### src/rtl/alc_adc_pkg.sv
package alc_adc_pkg;

  typedef logic [11:0] sample_t;
  typedef logic [4:0]  channel_t;

  // Bit 5 set means no fault, low bits hold the channel.
  typedef logic [5:0] fault_code_t;

  localparam fault_code_t NO_FAULT = 6'b100000;

  // Request, wait for the strobe, then one settle cycle.
  typedef enum logic [1:0] {
    SEQ_REQUEST,
    SEQ_WAIT,
    SEQ_SETTLE
  } seq_state_t;

endpackage

### src/rtl/alc_sample_if.sv
interface alc_sample_if import alc_adc_pkg::*; ();

  logic     valid;      // One cycle per conversion.
  channel_t channel;
  sample_t  value;
  logic     frame_last; // Last channel of the scan.

  modport source (
    output valid, channel, value, frame_last
  );

  modport sink (
    input valid, channel, value, frame_last
  );

endinterface

### src/rtl/alc_adc_sequencer.sv
module alc_adc_sequencer import alc_adc_pkg::*; #(
  parameter int NUM_CHANNELS = 32
) (
  input  logic           lb_clk,
  input  logic           hard_reset,
  input  logic           soft_reset,
  input  logic           adc_strb,
  input  sample_t        adc_result,
  output logic           adc_rd,
  output channel_t       adc_channel,
  alc_sample_if.source   samples
);

  localparam channel_t LAST_CHANNEL = channel_t'(NUM_CHANNELS - 1);

  seq_state_t state;
  channel_t   next_channel;

  assign next_channel = (adc_channel == LAST_CHANNEL) ? '0 : adc_channel + 1'b1;

  always_ff @(posedge lb_clk) begin
    if (hard_reset || soft_reset) begin
      state         <= SEQ_REQUEST;
      adc_rd        <= 1'b0;
      adc_channel   <= '1; // First request goes to channel 0.
      samples.valid <= 1'b0;
    end else begin
      samples.valid <= 1'b0;
      case (state)
        SEQ_REQUEST: begin
          if (!adc_strb) begin // Wait until the previous strobe is gone.
            adc_rd      <= 1'b1;
            adc_channel <= next_channel;
            state       <= SEQ_WAIT;
          end
        end
        SEQ_WAIT: begin
          if (adc_strb) begin
            adc_rd        <= 1'b0;
            samples.valid <= 1'b1;
            state         <= SEQ_SETTLE;
          end
        end
        default: state <= SEQ_REQUEST;
      endcase
    end
  end

  // Sample payload, qualified by valid.
  always_ff @(posedge lb_clk) begin
    if (state == SEQ_WAIT && adc_strb) begin
      samples.channel    <= adc_channel;
      samples.value      <= adc_result;
      samples.frame_last <= (adc_channel == LAST_CHANNEL);
    end
  end

endmodule

### src/flat_wrapper.sv
// flat-port wrapper written by rule: the top's interface ports become plain ports
module alc_adc_sequencer_flat import alc_adc_pkg::*;
#(
  parameter int NUM_CHANNELS = 32
)
  (lb_clk, hard_reset, soft_reset, adc_strb, adc_result, adc_rd, adc_channel, samples_valid, samples_channel, samples_value, samples_frame_last);
  alc_sample_if samples_i ();
  input  logic lb_clk;
  input  logic hard_reset;
  input  logic soft_reset;
  input  logic adc_strb;
  input  sample_t adc_result;
  output logic adc_rd;
  output channel_t adc_channel;
  output wire logic [$bits(samples_i.valid)-1:0] samples_valid;
  output wire logic [$bits(samples_i.channel)-1:0] samples_channel;
  output wire logic [$bits(samples_i.value)-1:0] samples_value;
  output wire logic [$bits(samples_i.frame_last)-1:0] samples_frame_last;
  assign samples_valid = samples_i.valid;
  assign samples_channel = samples_i.channel;
  assign samples_value = samples_i.value;
  assign samples_frame_last = samples_i.frame_last;
  alc_adc_sequencer #(.NUM_CHANNELS(NUM_CHANNELS)) u_core (.lb_clk(lb_clk), .hard_reset(hard_reset), .soft_reset(soft_reset), .adc_strb(adc_strb), .adc_result(adc_result), .adc_rd(adc_rd), .adc_channel(adc_channel), .samples(samples_i));
endmodule
### config.mk
export PLATFORM = sky130hd
export DESIGN_NAME = alc_adc_sequencer_flat
export DESIGN_NICKNAME = d
export VERILOG_FILES = /design/src/rtl/alc_adc_pkg.sv /design/src/rtl/alc_sample_if.sv /design/src/rtl/alc_adc_sequencer.sv /design/src/flat_wrapper.sv
export SDC_FILE = /design/constraint.sdc
export NUM_CORES = 1
export LEC_CHECK = 0
export ABC_AREA = 1
export BUFFER_PORTS_ARGS = -buffer_cell sky130_fd_sc_hd__buf_4
export CORE_MARGIN = 10
export CORE_UTILIZATION = 30
export DETAILED_ROUTE_END_ITERATION = 10
export HOLD_SLACK_MARGIN = 0.1
export PLACE_DENSITY = 0.63
export SYNTH_ARGS = -nofsm -noshare
export SYNTH_HDL_FRONTEND = slang
export SYNTH_SLANG_ARGS = --single-unit
### constraint.sdc
create_clock -name lb_clk -period 3 [get_ports lb_clk]
set_clock_uncertainty 0.05 [all_clocks]
set_input_delay 0.15 -clock lb_clk [delete_from_list [all_inputs] [get_ports lb_clk]]
set_output_delay 0.15 -clock lb_clk [all_outputs]
set_load 0.005 [all_outputs]
# Word level (Yosys, flattened, before mapping)
# Cells that the tools add are included.
[word_totals]
ff_bits = 27
latchBits = 0
mem_bits_rw = 0
romBits = 0
output_inout_bits = 25
wordCells = 30
mem_count = 0
[classes]
add_sub_neg = 1
multipliers = 0
div = 0
n_lt_le_gt_ge = 0
n_eq_ne = 4
shifts = 0
mux = 8
bitwise = 2
reduce_logical = 8
[op_table]
columns = ["op", "n"]
rows = [
  ["$add A5 B1 Y5 const B", 1],
  ["$eq A5 B5 Y1 const B", 1],
  ["$mux W5", 1],
  ["$mux W2", 2],
  ["$ne A2 B2 Y1 const B", 2],
  ["$pmux W2 S2", 1],
  ["$reduce_and A2 Y1", 2],
  ["$mux W1", 3],
  ["$reduce_and A3 Y1", 1],
  ["$eq A2 B1 Y1 const B", 1],
  ["$logic_not A2 Y1", 1],
  ["$not A1 Y1", 2],
  ["$pmux W1 S2", 1],
  ["$reduce_bool A2 Y1", 1],
  ["$reduce_or A2 Y1", 1],
  ["$logic_and A1 B1 Y1", 1],
  ["$logic_or A1 B1 Y1", 1],
]

# Logic depth before layout (Yosys ltp)
[depth]
word_depth = 3
depth_mapped = 7
depth_no_buf = 7

# Worst setup path after synthesis
# No wires, ideal clock.
[synth_path]
path_type = "register to register"
startpoint = "register u_core.state[0]"
endpoint = "register u_core.samples.channel[0], enable pin"
arrival_time_ps = 1264
required_time_ps = 2557
path_slack_ps = 1294
path_stages_with_launch = 3
path_cell_list = "dfxtp_1 > nand2_2 > nor2_1"
[synth_via]
elab_chain_cells = 2
[synth_lines]
columns = ["item", "line", "rtl"]
rows = [
  ["start, declared", "alc_adc_sequencer.sv:16", "seq_state_t state;"],
  ["start signal, assigned", "alc_adc_sequencer.sv:23", "state <= SEQ_REQUEST;"],
  ["start signal, assigned", "alc_adc_sequencer.sv:34", "state <= SEQ_WAIT;"],
  ["start signal, assigned", "alc_adc_sequencer.sv:41", "state <= SEQ_SETTLE;"],
  ["$eq A2 B1 Y1", "alc_adc_sequencer.sv:51", "if (state == SEQ_WAIT && adc_strb) begin"],
  ["$logic_and A1 B1 Y1", "alc_adc_sequencer.sv:51", ""],
  ["end signal, assigned", "alc_adc_sequencer.sv:52", "samples.channel <= adc_channel;"],
  ["end, declared", "alc_sample_if.sv:9", "output valid, channel, value, frame_last"],
]
# No other way between the ends.
# A chain may end at the register's enable or synchronous reset.

# Final worst setup path
[layout_path]
startpoint = "input port soft_reset"
endpoint = "register u_core.adc_channel[4]"
[layout_via]
elab_chain_cells = 1
[layout_lines]
columns = ["item", "line", "rtl"]
rows = [
  ["start, declared", "flat_wrapper.sv:10", "input logic soft_reset;"],
  ["$logic_or A1 B1 Y1", "alc_adc_sequencer.sv:22", "if (hard_reset || soft_reset) begin"],
  ["end signal, assigned", "alc_adc_sequencer.sv:33", "adc_channel <= next_channel;"],
  ["end, declared", "alc_adc_sequencer.sv:10", "output channel_t adc_channel,"],
]
# No other way between the ends.

==> metrics <==
RR Endpoint=u_core.adc_channel[2]$_SDFFE_PP1P_; WL/cell=13.6 um; post-synthesis async set-or-reset flop share=0%; Comb power frac=13.7%; ant diodes=0; Synth Flop Type=edfxtp_1; largest family of logic cells by synthesized area=simple AND/OR/NAND/NOR gates; Layout Cells excl Fill=173; sw power=145 uW; initial antenna violation count=0; yosys warns=0; placer congestion estimate=0.717; Antenna Nets Post-Route=0; Die H=77.9 um; Net Sw Frac=22.1%; fin area=0.00155 sq mm; cells after synthesis=68; Die W=77.9 um; number of DRC markers in iteration 0=41; crit path time final=1.53 ns; CTS Buf Count=3; Max Cap Viol=0; dpl hpwl=1740 um; TritonCTS Sinks=27; clk buf depth=2; Leak=0.637 nW; Die Area=0.00606 sq mm; setup violators final=0; DRT Wirelength=2350 um; post-synthesis mux area share=0%; Max Freq=652 MHz; most frequent cells in the layout=buf_4, edfxtp_1, dlygate4sd3_1; Worst Hold Path EP=u_core.adc_rd$_SDFFE_PP0P_; Hold Vio Cnt, Final=0; critical path fanouts, max=3; final critical-path share of the clock period=51.1%; commonest non-fill, non-tap cell in the layout=buf_4; DR vias/cell=4.18; WP data arrival=1.69 ns; worst setup path category=primary input to register; start of the worst register-to-register path=u_core.adc_channel[0]$_SDFFE_PP1P_; io pins=41; Port-buffer cells=40; Post-Route Utilization=49.7%; clock power share=22.7%; relative slew slack=81.8%; synthesized area=0.00100 sq mm; EDFF count, synth=18; post-synthesis net count=87; dpl cell area=0.00137 sq mm; global-route wire length before repair=3820 um; reg-to-reg slack, setup=1.47 ns; GR Overflow Total=0; Power Dens Cells=421 mW/mm^2; Cell Int Power=509 uW; clock slew at reported path FFs=0.13 ns; Layout Nets=149; R2R depth=7; crit end category=register; Flop pwr share=63.5%; Hold Path Stages=2; setup tns final=0 ns; HP Class=register to register; Req. time, crit path=3.16 ns; Worst VDD drop=0.000153 V; RSZ-0062 raised after global routing=false; register bit total from synthesis=27; pin count of the biggest net entering global routing=19; Initial Util=32.1%; drt pass-1 iters=3; Synth Area in Simple Gates=17.2%; row count=20; Synth Area in Compound Gates=3.99%; status=complete, no violations; Adder-Cell Fraction of Synth Area=3.74%; Hold Path Origin=u_core.adc_rd$_SDFFE_PP0P_; core footprint=0.00313 sq mm; Synth Area in XOR/XNOR=0%; DRC Markers=0; vias=724; Unique masters post-synth=23; htree depth=1; Placed Cells=153; Skew-Pair Late Insertion Delay=0.31 ns; CP Launch Type=primary input; Slew @ Worst Pin=0.273 ns; sequential area share after synthesis=71.7%; Pins Over Slew Limit=0; vias in the first global route=768; CTS tree=built; syn_area_per_cell=14.8 sq um; CTS root buf=clkbuf_4; layout cells sized above 1=46.5%; area grow syn2layout=54.7%; GRT Total Usage=7.76%
[cells in the mapped netlist (2+ instances only)]
library cell	count	share of area, %
nand3_1	3	1.5
nor3_2	2	2.0
nand2_1	8	3.0
dfxtp_1	9	18
nand3_2	3	3.0
a21oi_1	2	1.0
inv_1	4	1.5
nor2_1	2	0.75
edfxtp_1	18	54
ha_1	3	3.7
nor2_4	2	2.2
[per-stage QoR]
stage	worst slack, ns	total power, mW	hold slack, ns
finish	1.47	0.654	0.428
global route	1.34	0.687	0.457
CTS	1.45	0.665	0.436
detailed placement	1.46	0.498	0.279
global placement	1.59	0.496	0.279
floorplan	1.29	0.459	0.177
[worst max path at each step]
stage,startpoint,to,slack (ns),cells after the start
finish,soft_reset,u_core.adc_channel[4]$_SDFFE_PP1P_,1.47,5
global route,u_core.adc_channel[0]$_SDFFE_PP1P_,u_core.adc_channel[1]$_SDFFE_PP1P_,1.34,7
CTS,u_core.adc_channel[0]$_SDFFE_PP1P_,u_core.adc_channel[2]$_SDFFE_PP1P_,1.45,7
detailed placement,u_core.adc_channel[0]$_SDFFE_PP1P_,u_core.adc_channel[2]$_SDFFE_PP1P_,1.46,7
global placement,u_core.adc_channel[0]$_SDFFE_PP1P_,u_core.adc_channel[2]$_SDFFE_PP1P_,1.59,7
floorplan,u_core.state[0]$_SDFFE_PP0P_,u_core.samples.channel[0]$_DFFE_PP_,1.29,2
[critical path: stages]
cell and delay [ns]:
dlygate4sd3_1 0.53, buf_4 0.14, nor2_4 0.12, dlygate4sd3_1 0.66, nand3_1 0.09
[registers in the layout, summed over array words and instances (netlist names)]
register and count:
u_core.state 2, u_core.adc_rd 1, u_core.adc_channel 5, u_core.samples.value 12, u_core.samples.valid 1, u_core.samples.channel 5
u_core.samples.frame_last 1
[cell families (layout without fill, tap and decap cells)]
logic type / after synthesis / in the layout
AOI/OAI and AO/OA: 5 / 5
adders and majority gates: 3 / 3
buffers and inverters: 7 / 68
DFF: 27 / 27
and+or+nand+nor: 26 / 26
[layer usage]
layer  vias to the layer above  share of wire, %  GRT usage (%)
met5                         -                 0              0
met4                         0               1.5           4.38
met3                         2               9.2           3.11
met2                        33                43           11.7
met1                       327                47           9.17
li1                        362                 -              -
[power by group through the flow]
stage	clock network (mW)	logic (mW)	registers, mW
finish	0.149	0.0898	0.416
global route	0.169	0.101	0.417
CTS	0.157	0.0916	0.416
detailed placement	0	0.0743	0.424
global placement	0	0.0723	0.423
floorplan	0	0.0352	0.423
[repair_timing]
item                      4_1_cts  5_1_grt
buffers inserted                0        0
hold endpoints to repair       18        0
gates resized for setup         0        0
hold buffers                   16        0
[cell type report]
cell class | instances | area (sq um)
tap | 44 | 55.1
multi-input combinational | 34 | 250
clock buffer | 4 | 26.3
timing repair buffer | 57 | 468
inverter | 7 | 33.8
fill | 274 | 1570
sequential | 27 | 721
(Power assumes the default switching activity.)
