<file path="src/rtl/alc_bus_pkg.sv">
package alc_bus_pkg;

  typedef logic [15:0] lb_word_t;

  // Word offset inside a register region.
  typedef logic [5:0] reg_index_t;

  // Hard limits, high at 2*ch and low at 2*ch+1.
  localparam lb_word_t ALC_HARD_A  = 16'h0400;
  localparam lb_word_t ALC_SOFT_A  = 16'h0440; // Same layout as the hard limits.
  localparam lb_word_t ALC_VALUE_A = 16'h0480; // Latest value per channel.
  localparam lb_word_t ALC_FAULT_A = 16'h04A0; // Hard fault, then soft fault.
  localparam lb_word_t ALC_RBUFF_A = 16'h04A2; // Ring buffer control and data.
  localparam lb_word_t ALC_END_A   = 16'h04A3;

  localparam lb_word_t RB_DONE_WORD  = 16'h4000; // Buffer exhausted.
  localparam lb_word_t RB_ERROR_WORD = 16'h8000; // Read while not frozen.

  typedef enum logic [2:0] {
    REG_HARD,
    REG_SOFT,
    REG_VALUE,
    REG_FAULT,
    REG_RBUFF
  } reg_region_t;

endpackage

</file>
<file path="src/rtl/alc_reg_if.sv">
interface alc_reg_if import alc_bus_pkg::*; ();

  logic        req;    // In-region access, this cycle only.
  logic        wr;
  reg_region_t region;
  reg_index_t  index;
  lb_word_t    wdata;

  // Read data for the current request, valid in the request cycle.
  lb_word_t    hard_rdata;
  lb_word_t    soft_rdata;
  lb_word_t    value_rdata;
  lb_word_t    fault_rdata;
  lb_word_t    rbuff_rdata;

  modport port (
    output req, wr, region, index, wdata,
    input  hard_rdata, soft_rdata, value_rdata, fault_rdata, rbuff_rdata
  );

  modport limits (
    input  req, wr, region, index, wdata,
    output hard_rdata, soft_rdata, value_rdata, fault_rdata
  );

  modport history (
    input  req, wr, region, wdata,
    output rbuff_rdata
  );

endinterface

</file>
<file path="src/rtl/alc_lb_port.sv">
module alc_lb_port import alc_bus_pkg::*; (
  input  logic     lb_clk,
  input  logic     hard_reset,
  input  logic     soft_reset,
  input  lb_word_t lb_addr,
  input  lb_word_t lb_data_in,
  input  logic     lb_rd,
  input  logic     lb_wr,
  output lb_word_t lb_data_out,
  output logic     lb_strb,
  alc_reg_if.port  reg_bus
);

  logic        in_region;
  reg_region_t region;
  lb_word_t    base;
  lb_word_t    offset;
  lb_word_t    rdata_sel;

  assign in_region = (lb_addr >= ALC_HARD_A) && (lb_addr < ALC_END_A);

  always_comb begin
    if (lb_addr < ALC_SOFT_A) begin
      region = REG_HARD;
      base   = ALC_HARD_A;
    end else if (lb_addr < ALC_VALUE_A) begin
      region = REG_SOFT;
      base   = ALC_SOFT_A;
    end else if (lb_addr < ALC_FAULT_A) begin
      region = REG_VALUE;
      base   = ALC_VALUE_A;
    end else if (lb_addr < ALC_RBUFF_A) begin
      region = REG_FAULT;
      base   = ALC_FAULT_A;
    end else begin
      region = REG_RBUFF;
      base   = ALC_RBUFF_A;
    end
  end

  assign offset = lb_addr - base;

  assign reg_bus.req    = (lb_rd | lb_wr) & in_region;
  assign reg_bus.wr     = lb_wr;
  assign reg_bus.region = region;
  assign reg_bus.index  = offset[5:0];
  assign reg_bus.wdata  = lb_data_in;

  always_comb begin
    case (region)
      REG_HARD:  rdata_sel = reg_bus.hard_rdata;
      REG_SOFT:  rdata_sel = reg_bus.soft_rdata;
      REG_VALUE: rdata_sel = reg_bus.value_rdata;
      REG_FAULT: rdata_sel = reg_bus.fault_rdata;
      default:   rdata_sel = reg_bus.rbuff_rdata;
    endcase
  end

  // Every access completes in one cycle; idle cycles drive zero for the OR bus.
  always_ff @(posedge lb_clk) begin
    if (hard_reset || soft_reset) begin
      lb_strb     <= 1'b0;
      lb_data_out <= '0;
    end else begin
      lb_strb     <= reg_bus.req;
      lb_data_out <= (reg_bus.req && !lb_wr) ? rdata_sel : '0;
    end
  end

endmodule

</file>
<file path="src/flat_wrapper.sv">
// flat-port wrapper written by rule: the top's interface ports become plain ports
module alc_lb_port_flat import alc_bus_pkg::*;
  (lb_clk, hard_reset, soft_reset, lb_addr, lb_data_in, lb_rd, lb_wr, lb_data_out, lb_strb, reg_bus_req, reg_bus_wr, reg_bus_region, reg_bus_index, reg_bus_wdata, reg_bus_hard_rdata, reg_bus_soft_rdata, reg_bus_value_rdata, reg_bus_fault_rdata, reg_bus_rbuff_rdata);
  alc_reg_if reg_bus_i ();
  input  logic lb_clk;
  input  logic hard_reset;
  input  logic soft_reset;
  input  lb_word_t lb_addr;
  input  lb_word_t lb_data_in;
  input  logic lb_rd;
  input  logic lb_wr;
  output lb_word_t lb_data_out;
  output logic lb_strb;
  output wire logic [$bits(reg_bus_i.req)-1:0] reg_bus_req;
  output wire logic [$bits(reg_bus_i.wr)-1:0] reg_bus_wr;
  output wire logic [$bits(reg_bus_i.region)-1:0] reg_bus_region;
  output wire logic [$bits(reg_bus_i.index)-1:0] reg_bus_index;
  output wire logic [$bits(reg_bus_i.wdata)-1:0] reg_bus_wdata;
  input wire logic [$bits(reg_bus_i.hard_rdata)-1:0] reg_bus_hard_rdata;
  input wire logic [$bits(reg_bus_i.soft_rdata)-1:0] reg_bus_soft_rdata;
  input wire logic [$bits(reg_bus_i.value_rdata)-1:0] reg_bus_value_rdata;
  input wire logic [$bits(reg_bus_i.fault_rdata)-1:0] reg_bus_fault_rdata;
  input wire logic [$bits(reg_bus_i.rbuff_rdata)-1:0] reg_bus_rbuff_rdata;
  assign reg_bus_req = reg_bus_i.req;
  assign reg_bus_wr = reg_bus_i.wr;
  assign reg_bus_region = reg_bus_i.region;
  assign reg_bus_index = reg_bus_i.index;
  assign reg_bus_wdata = reg_bus_i.wdata;
  assign reg_bus_i.hard_rdata = reg_bus_hard_rdata;
  assign reg_bus_i.soft_rdata = reg_bus_soft_rdata;
  assign reg_bus_i.value_rdata = reg_bus_value_rdata;
  assign reg_bus_i.fault_rdata = reg_bus_fault_rdata;
  assign reg_bus_i.rbuff_rdata = reg_bus_rbuff_rdata;
  alc_lb_port u_core (.lb_clk(lb_clk), .hard_reset(hard_reset), .soft_reset(soft_reset), .lb_addr(lb_addr), .lb_data_in(lb_data_in), .lb_rd(lb_rd), .lb_wr(lb_wr), .lb_data_out(lb_data_out), .lb_strb(lb_strb), .reg_bus(reg_bus_i));
endmodule
</file>
<file path="config.mk">
export PLATFORM = sky130hd
export DESIGN_NAME = alc_lb_port_flat
export DESIGN_NICKNAME = d
export VERILOG_FILES = /design/src/rtl/alc_bus_pkg.sv /design/src/rtl/alc_reg_if.sv /design/src/rtl/alc_lb_port.sv /design/src/flat_wrapper.sv
export SDC_FILE = /design/constraint.sdc
export NUM_CORES = 1
export LEC_CHECK = 0
export ABC_AREA = 1
export BUFFER_PORTS_ARGS = -buffer_cell sky130_fd_sc_hd__clkbuf_2
export CORE_MARGIN = 2
export CORE_UTILIZATION = 35
export DETAILED_ROUTE_END_ITERATION = 8
export HOLD_SLACK_MARGIN = 0.1
export PLACE_DENSITY = 0.89
export SLEW_MARGIN = 30
export SYNTH_ARGS = -nofsm -noshare
export SYNTH_HDL_FRONTEND = slang
export SYNTH_SLANG_ARGS = --single-unit
</file>
<file path="constraint.sdc">
create_clock -name lb_clk -period 4.4 [get_ports lb_clk]
set_clock_uncertainty 0.2 [all_clocks]
set_input_delay 0.22 -clock lb_clk [delete_from_list [all_inputs] [get_ports lb_clk]]
set_output_delay 0.22 -clock lb_clk [all_outputs]
set_load 0.005 [all_outputs]
</file>
---- Yosys cells after proc, flatten, opt, wreduce, memory -nomap -nowiden ----
Cells that the tools add are included.
storage, ports and cells
  register bits after elaboration ......... 17
  input port bits ......................... 117
  logic and storage cells ................. 30
cells by class
  $add $sub $neg .......................... 1
  $lt $le $gt $ge ......................... 6
  equal/unequal tests ..................... 3
  muxes and demuxes ....................... 9
  bitwise operators ....................... 3
  reduce and logical (&&, ||, !) cells .... 6
operators by type and width
  kind                  number
  $lt 16x11->1 const B  5
  $pmux 16 s4           1
  $mux 6                3
  $ge 16x11->1 const B  1
  $mux 3                4
  $eq 3x2->1 const B    2
  $sub 6x6->6           1
  $eq 3x1->1 const B    1
  $logic_not 3->1       1
  $logic_and 1x1->1     2
  $mux 2                1
  $reduce_or 2->1       1
  $and 1x1->1           1
  $logic_not 1->1       1
  $logic_or 1x1->1      1
  $not 1->1             1
  $or 1x1->1            1

---- Depth between registers and ports, before layout ----
  word-level depth ........................ 7
  depth in mapped cells ................... 11
  gate-level depth less buffers ........... 10

---- Worst setup path before layout ----
OpenSTA, ideal clock, no wires.
  path kind ............................... in2out
  from .................................... in lb_addr[12]
  to ...................................... out reg_bus_index[5]
  data arrival time ....................... 1.684 ns
  data required time ...................... 3.980 ns
  path slack .............................. 2.296 ns
  stages .................................. 10
  cells stage by stage .................... nor2_1 > nand3_1 > nor2_4 > a21boi_4 > inv_2 > buf_6 > ha_1 > ha_1 > nand2_1 > xnor2_1
on the way
  longest elaborated chain between the ends .. 6
  elaborated cells on any way between the ends .. 9
ends and longest elaborated chain
  element             RTL line            RTL
  start: declaration  flat_wrapper.sv:8   input lb_word_t lb_addr;
  $lt 16x11->1        alc_lb_port.sv:32   end else if (lb_addr < ALC_RBUFF_A) begin
  $mux 2              alc_lb_port.sv:32
  $mux 6              alc_lb_port.sv:29   end else if (lb_addr < ALC_FAULT_A) begin
  $mux 6              alc_lb_port.sv:26   end else if (lb_addr < ALC_VALUE_A) begin
  $mux 6 (*)          alc_lb_port.sv:23   if (lb_addr < ALC_SOFT_A) begin
  $sub 6x6->6 (*)     alc_lb_port.sv:41   assign offset = lb_addr - base;
  end: declaration    flat_wrapper.sv:17  output wire logic [$bits(reg_bus_i.index)-1:0] reg_bus_index;
Every way passes the cells marked *; elsewhere a longest branch is shown, timed or not.

---- Final worst setup path ----
  from .................................... in lb_addr[8]
  to ...................................... out reg_bus_index[5]
Same word-level chain as after synthesis.

==> reports/metrics.cfg <==
[timing]
tightest_slew_ns=0.740
fin_setup_tns_ns=0
setup_viol=0
rsz0062_at_grt=false
layout_min_cycle_time_ns=3.03
timing.fmax_mhz=330
final-hold-violation-count=0
hold_slack_ns=0.0989
worst_slack_ns=1.37
slew_headroom_pct=50.7
finalCritPeriodShare_pct=68.9
slew_viol_final=0

[power_and_ir_drop]
cellLeakagePower_uw=0.00151
pwr_density_cell_mw_per_mm2=152
vdd_drop_max_uv=98.6

[grt]
antenna_found_initial=0
grt_usage_pct=22.5
grt_max_degree=35
grt_pass1_wl_um=9630
grt-ovfl-total=0
grt_pass1_vias=2361

[finish]
diodes=0
drive_above_1_share_pct=34.8
nets=545
area_delta_synth_final_pct=50.0
final_util_pct=53.8

[synthesis]
syn_area_per_cell_um2=5.74
syn_inst=293
synthesis.area_mm2=0.00168
ys_seq_area_share_pct=20.2
ys_seq_elements=17
synth_warnings=0
synth_nets=412
ys_types=26

[worst_setup_path]
slowest_stage=a21boi_4
critPathMaxFanout=34
crit_required_ns=3.98
worst_ep_arrival_time_ns=2.61
critical_path.cell_chain=clkbuf_2, nor2_2, nor2_1, nor2_4, buf_4, a21boi_4, inv_2, ha_1, ha_1, nand2_1, xnor2_1, clkbuf_2
crit_type=input port to output pin
critPathLaunchType=input port
end_kind=output pin
crit_path_max_incr_delay_ns=0.48

[drt]
viasPerCell=4.87
post-route-drc-count=0
routedWlPerCell_um=12.6
routed-via-count=2333
drtAntennaViolNets=0
drt_iter0_markers=132
routed_wl_um=6040
firstDrtPassIters=4

[clock_tree]
cts_buffers=3
clkTransAtPathRegs_ns=0.07
cts.path.max_buffers=2
htreeDepth=1
cts.root.buffer_cell=clkbuf_8
post_cts_buffers=0
cts_tree=built
cts_sinks=17
ctsResizeCount=0

[placed_design]
gp_congestion=0.796
dp_hpwl_um=4200
numPortBuffers=128
place_ws_ns=1.39

[floorplan]
row_count=25
design.core.area_mm2=0.00469
floorplan.initialDensity_pct=35.9
dieArea_mm2=0.00538
die_w_um=73.3
pin_count=161
die_y_um=73.3

[min_path]
hold_class=input port to flop

[outcome]
status=finished clean

[job]
cap_violations=0

[cell usage in the layout, fill, tap and decap left out, drive strengths merged, types with 2 or more instances in the layout]
| cell type | netlist | final |
|---|---|---|
| nand4 | 16 | 16 |
| dfxtp | 17 | 17 |
| dlygate4sd3 | 0 | 27 |
| nand2 | 65 | 65 |
| clkbuf | 4 | 132 |
| nor2 | 52 | 52 |
| nand3 | 38 | 38 |
| inv | 49 | 49 |
| xnor2 | 2 | 2 |
| o21ai | 19 | 19 |
| buf | 25 | 2 |
| ha | 2 | 2 |
[where the power goes]
part           internal [uW]  switching (uW)
Combinational           58.2            50.9
Clock                   64.2            55.8
Sequential               154          0.0118
[synthesized netlist by cell type (all sizes together)]
cell type	count	share of area, %
clkbuf	4	0.97
nor2	52	14
a21boi	1	1.1
inv	49	11
buf	25	11
o22ai	1	0.37
xor2	1	0.52
nand2	65	15
nand3	38	12
o21ai	19	5.9
dfxtp	17	20
ha	2	1.5
xnor2	2	1.0
nand4	16	5.9
nor3	1	0.59
[path summary, 6_finish.rpt]
| kind | to | cells past startpoint | slack, ns | from |
|---|---|---|---|---|
| hold / removal | u_core.lb_data_out[11] | 5 | 0.1 | reg_bus_soft_rdata[11] |
| setup / recovery | reg_bus_index[5] | 12 | 1.37 | lb_addr[8] |
[what timing repair did]
item                       4_1_cts  5_1_grt
hold buffers                    27        0
hold endpoints to repair        17        0
setup endpoints to repair        0        0
[layer usage]
layer / track usage (%) / routed length (um) / up-vias
li1: - / - / 1163
met1: 21.5 / 2210 / 1037
met2: 43.5 / 3220 / 109
met3: 3.84 / 415 / 24
met4: 14.3 / 192 / 0
met5: 0 / 0 / -
[final cells by class]
cell class,instances,area (um^2)
Sequential cell,17,340
Timing Repair Buffer,157,926
Multi-Input combinational cell,198,962
Tap cell,54,67.6
Clock buffer,4,45.0
Fill cell,486,2170
Inverter,49,184
[sequential cells by signal, summed over array words and instances (netlist names)]
signal and cells:
u_core.lb_data_out 16, u_core.lb_strb 1
[cell families after synthesis]
kind of cell / Yosys count / share of synthesized area (%)
and+or+nand+nor: 172 / 46.8
AOI/OAI and AO/OA: 21 / 7.36
DFF: 17 / 20.2
adders and majority gates: 2 / 1.49
buffers and inverters: 78 / 22.6
xor gates and xnor gates: 3 / 1.56
[stage by stage]
step                area (um^2)  instances  power [uW]
CTS                        2520        479         381
finish                     2520        479         383
global placement           2210        448         252
detailed placement         2210        448         253
floorplan                  1680        293         206
global route               2520        479         402
[worst max-delay path, delay by kind of cell]
family          cells  cell delay, ns
buf+inv             4            0.83
fa+ha+maj           2            0.50
compound gates      1            0.48
simple gates        4            0.45
xor+xnor            1            0.12
Note: power is estimated with default switching activity, not from simulation.
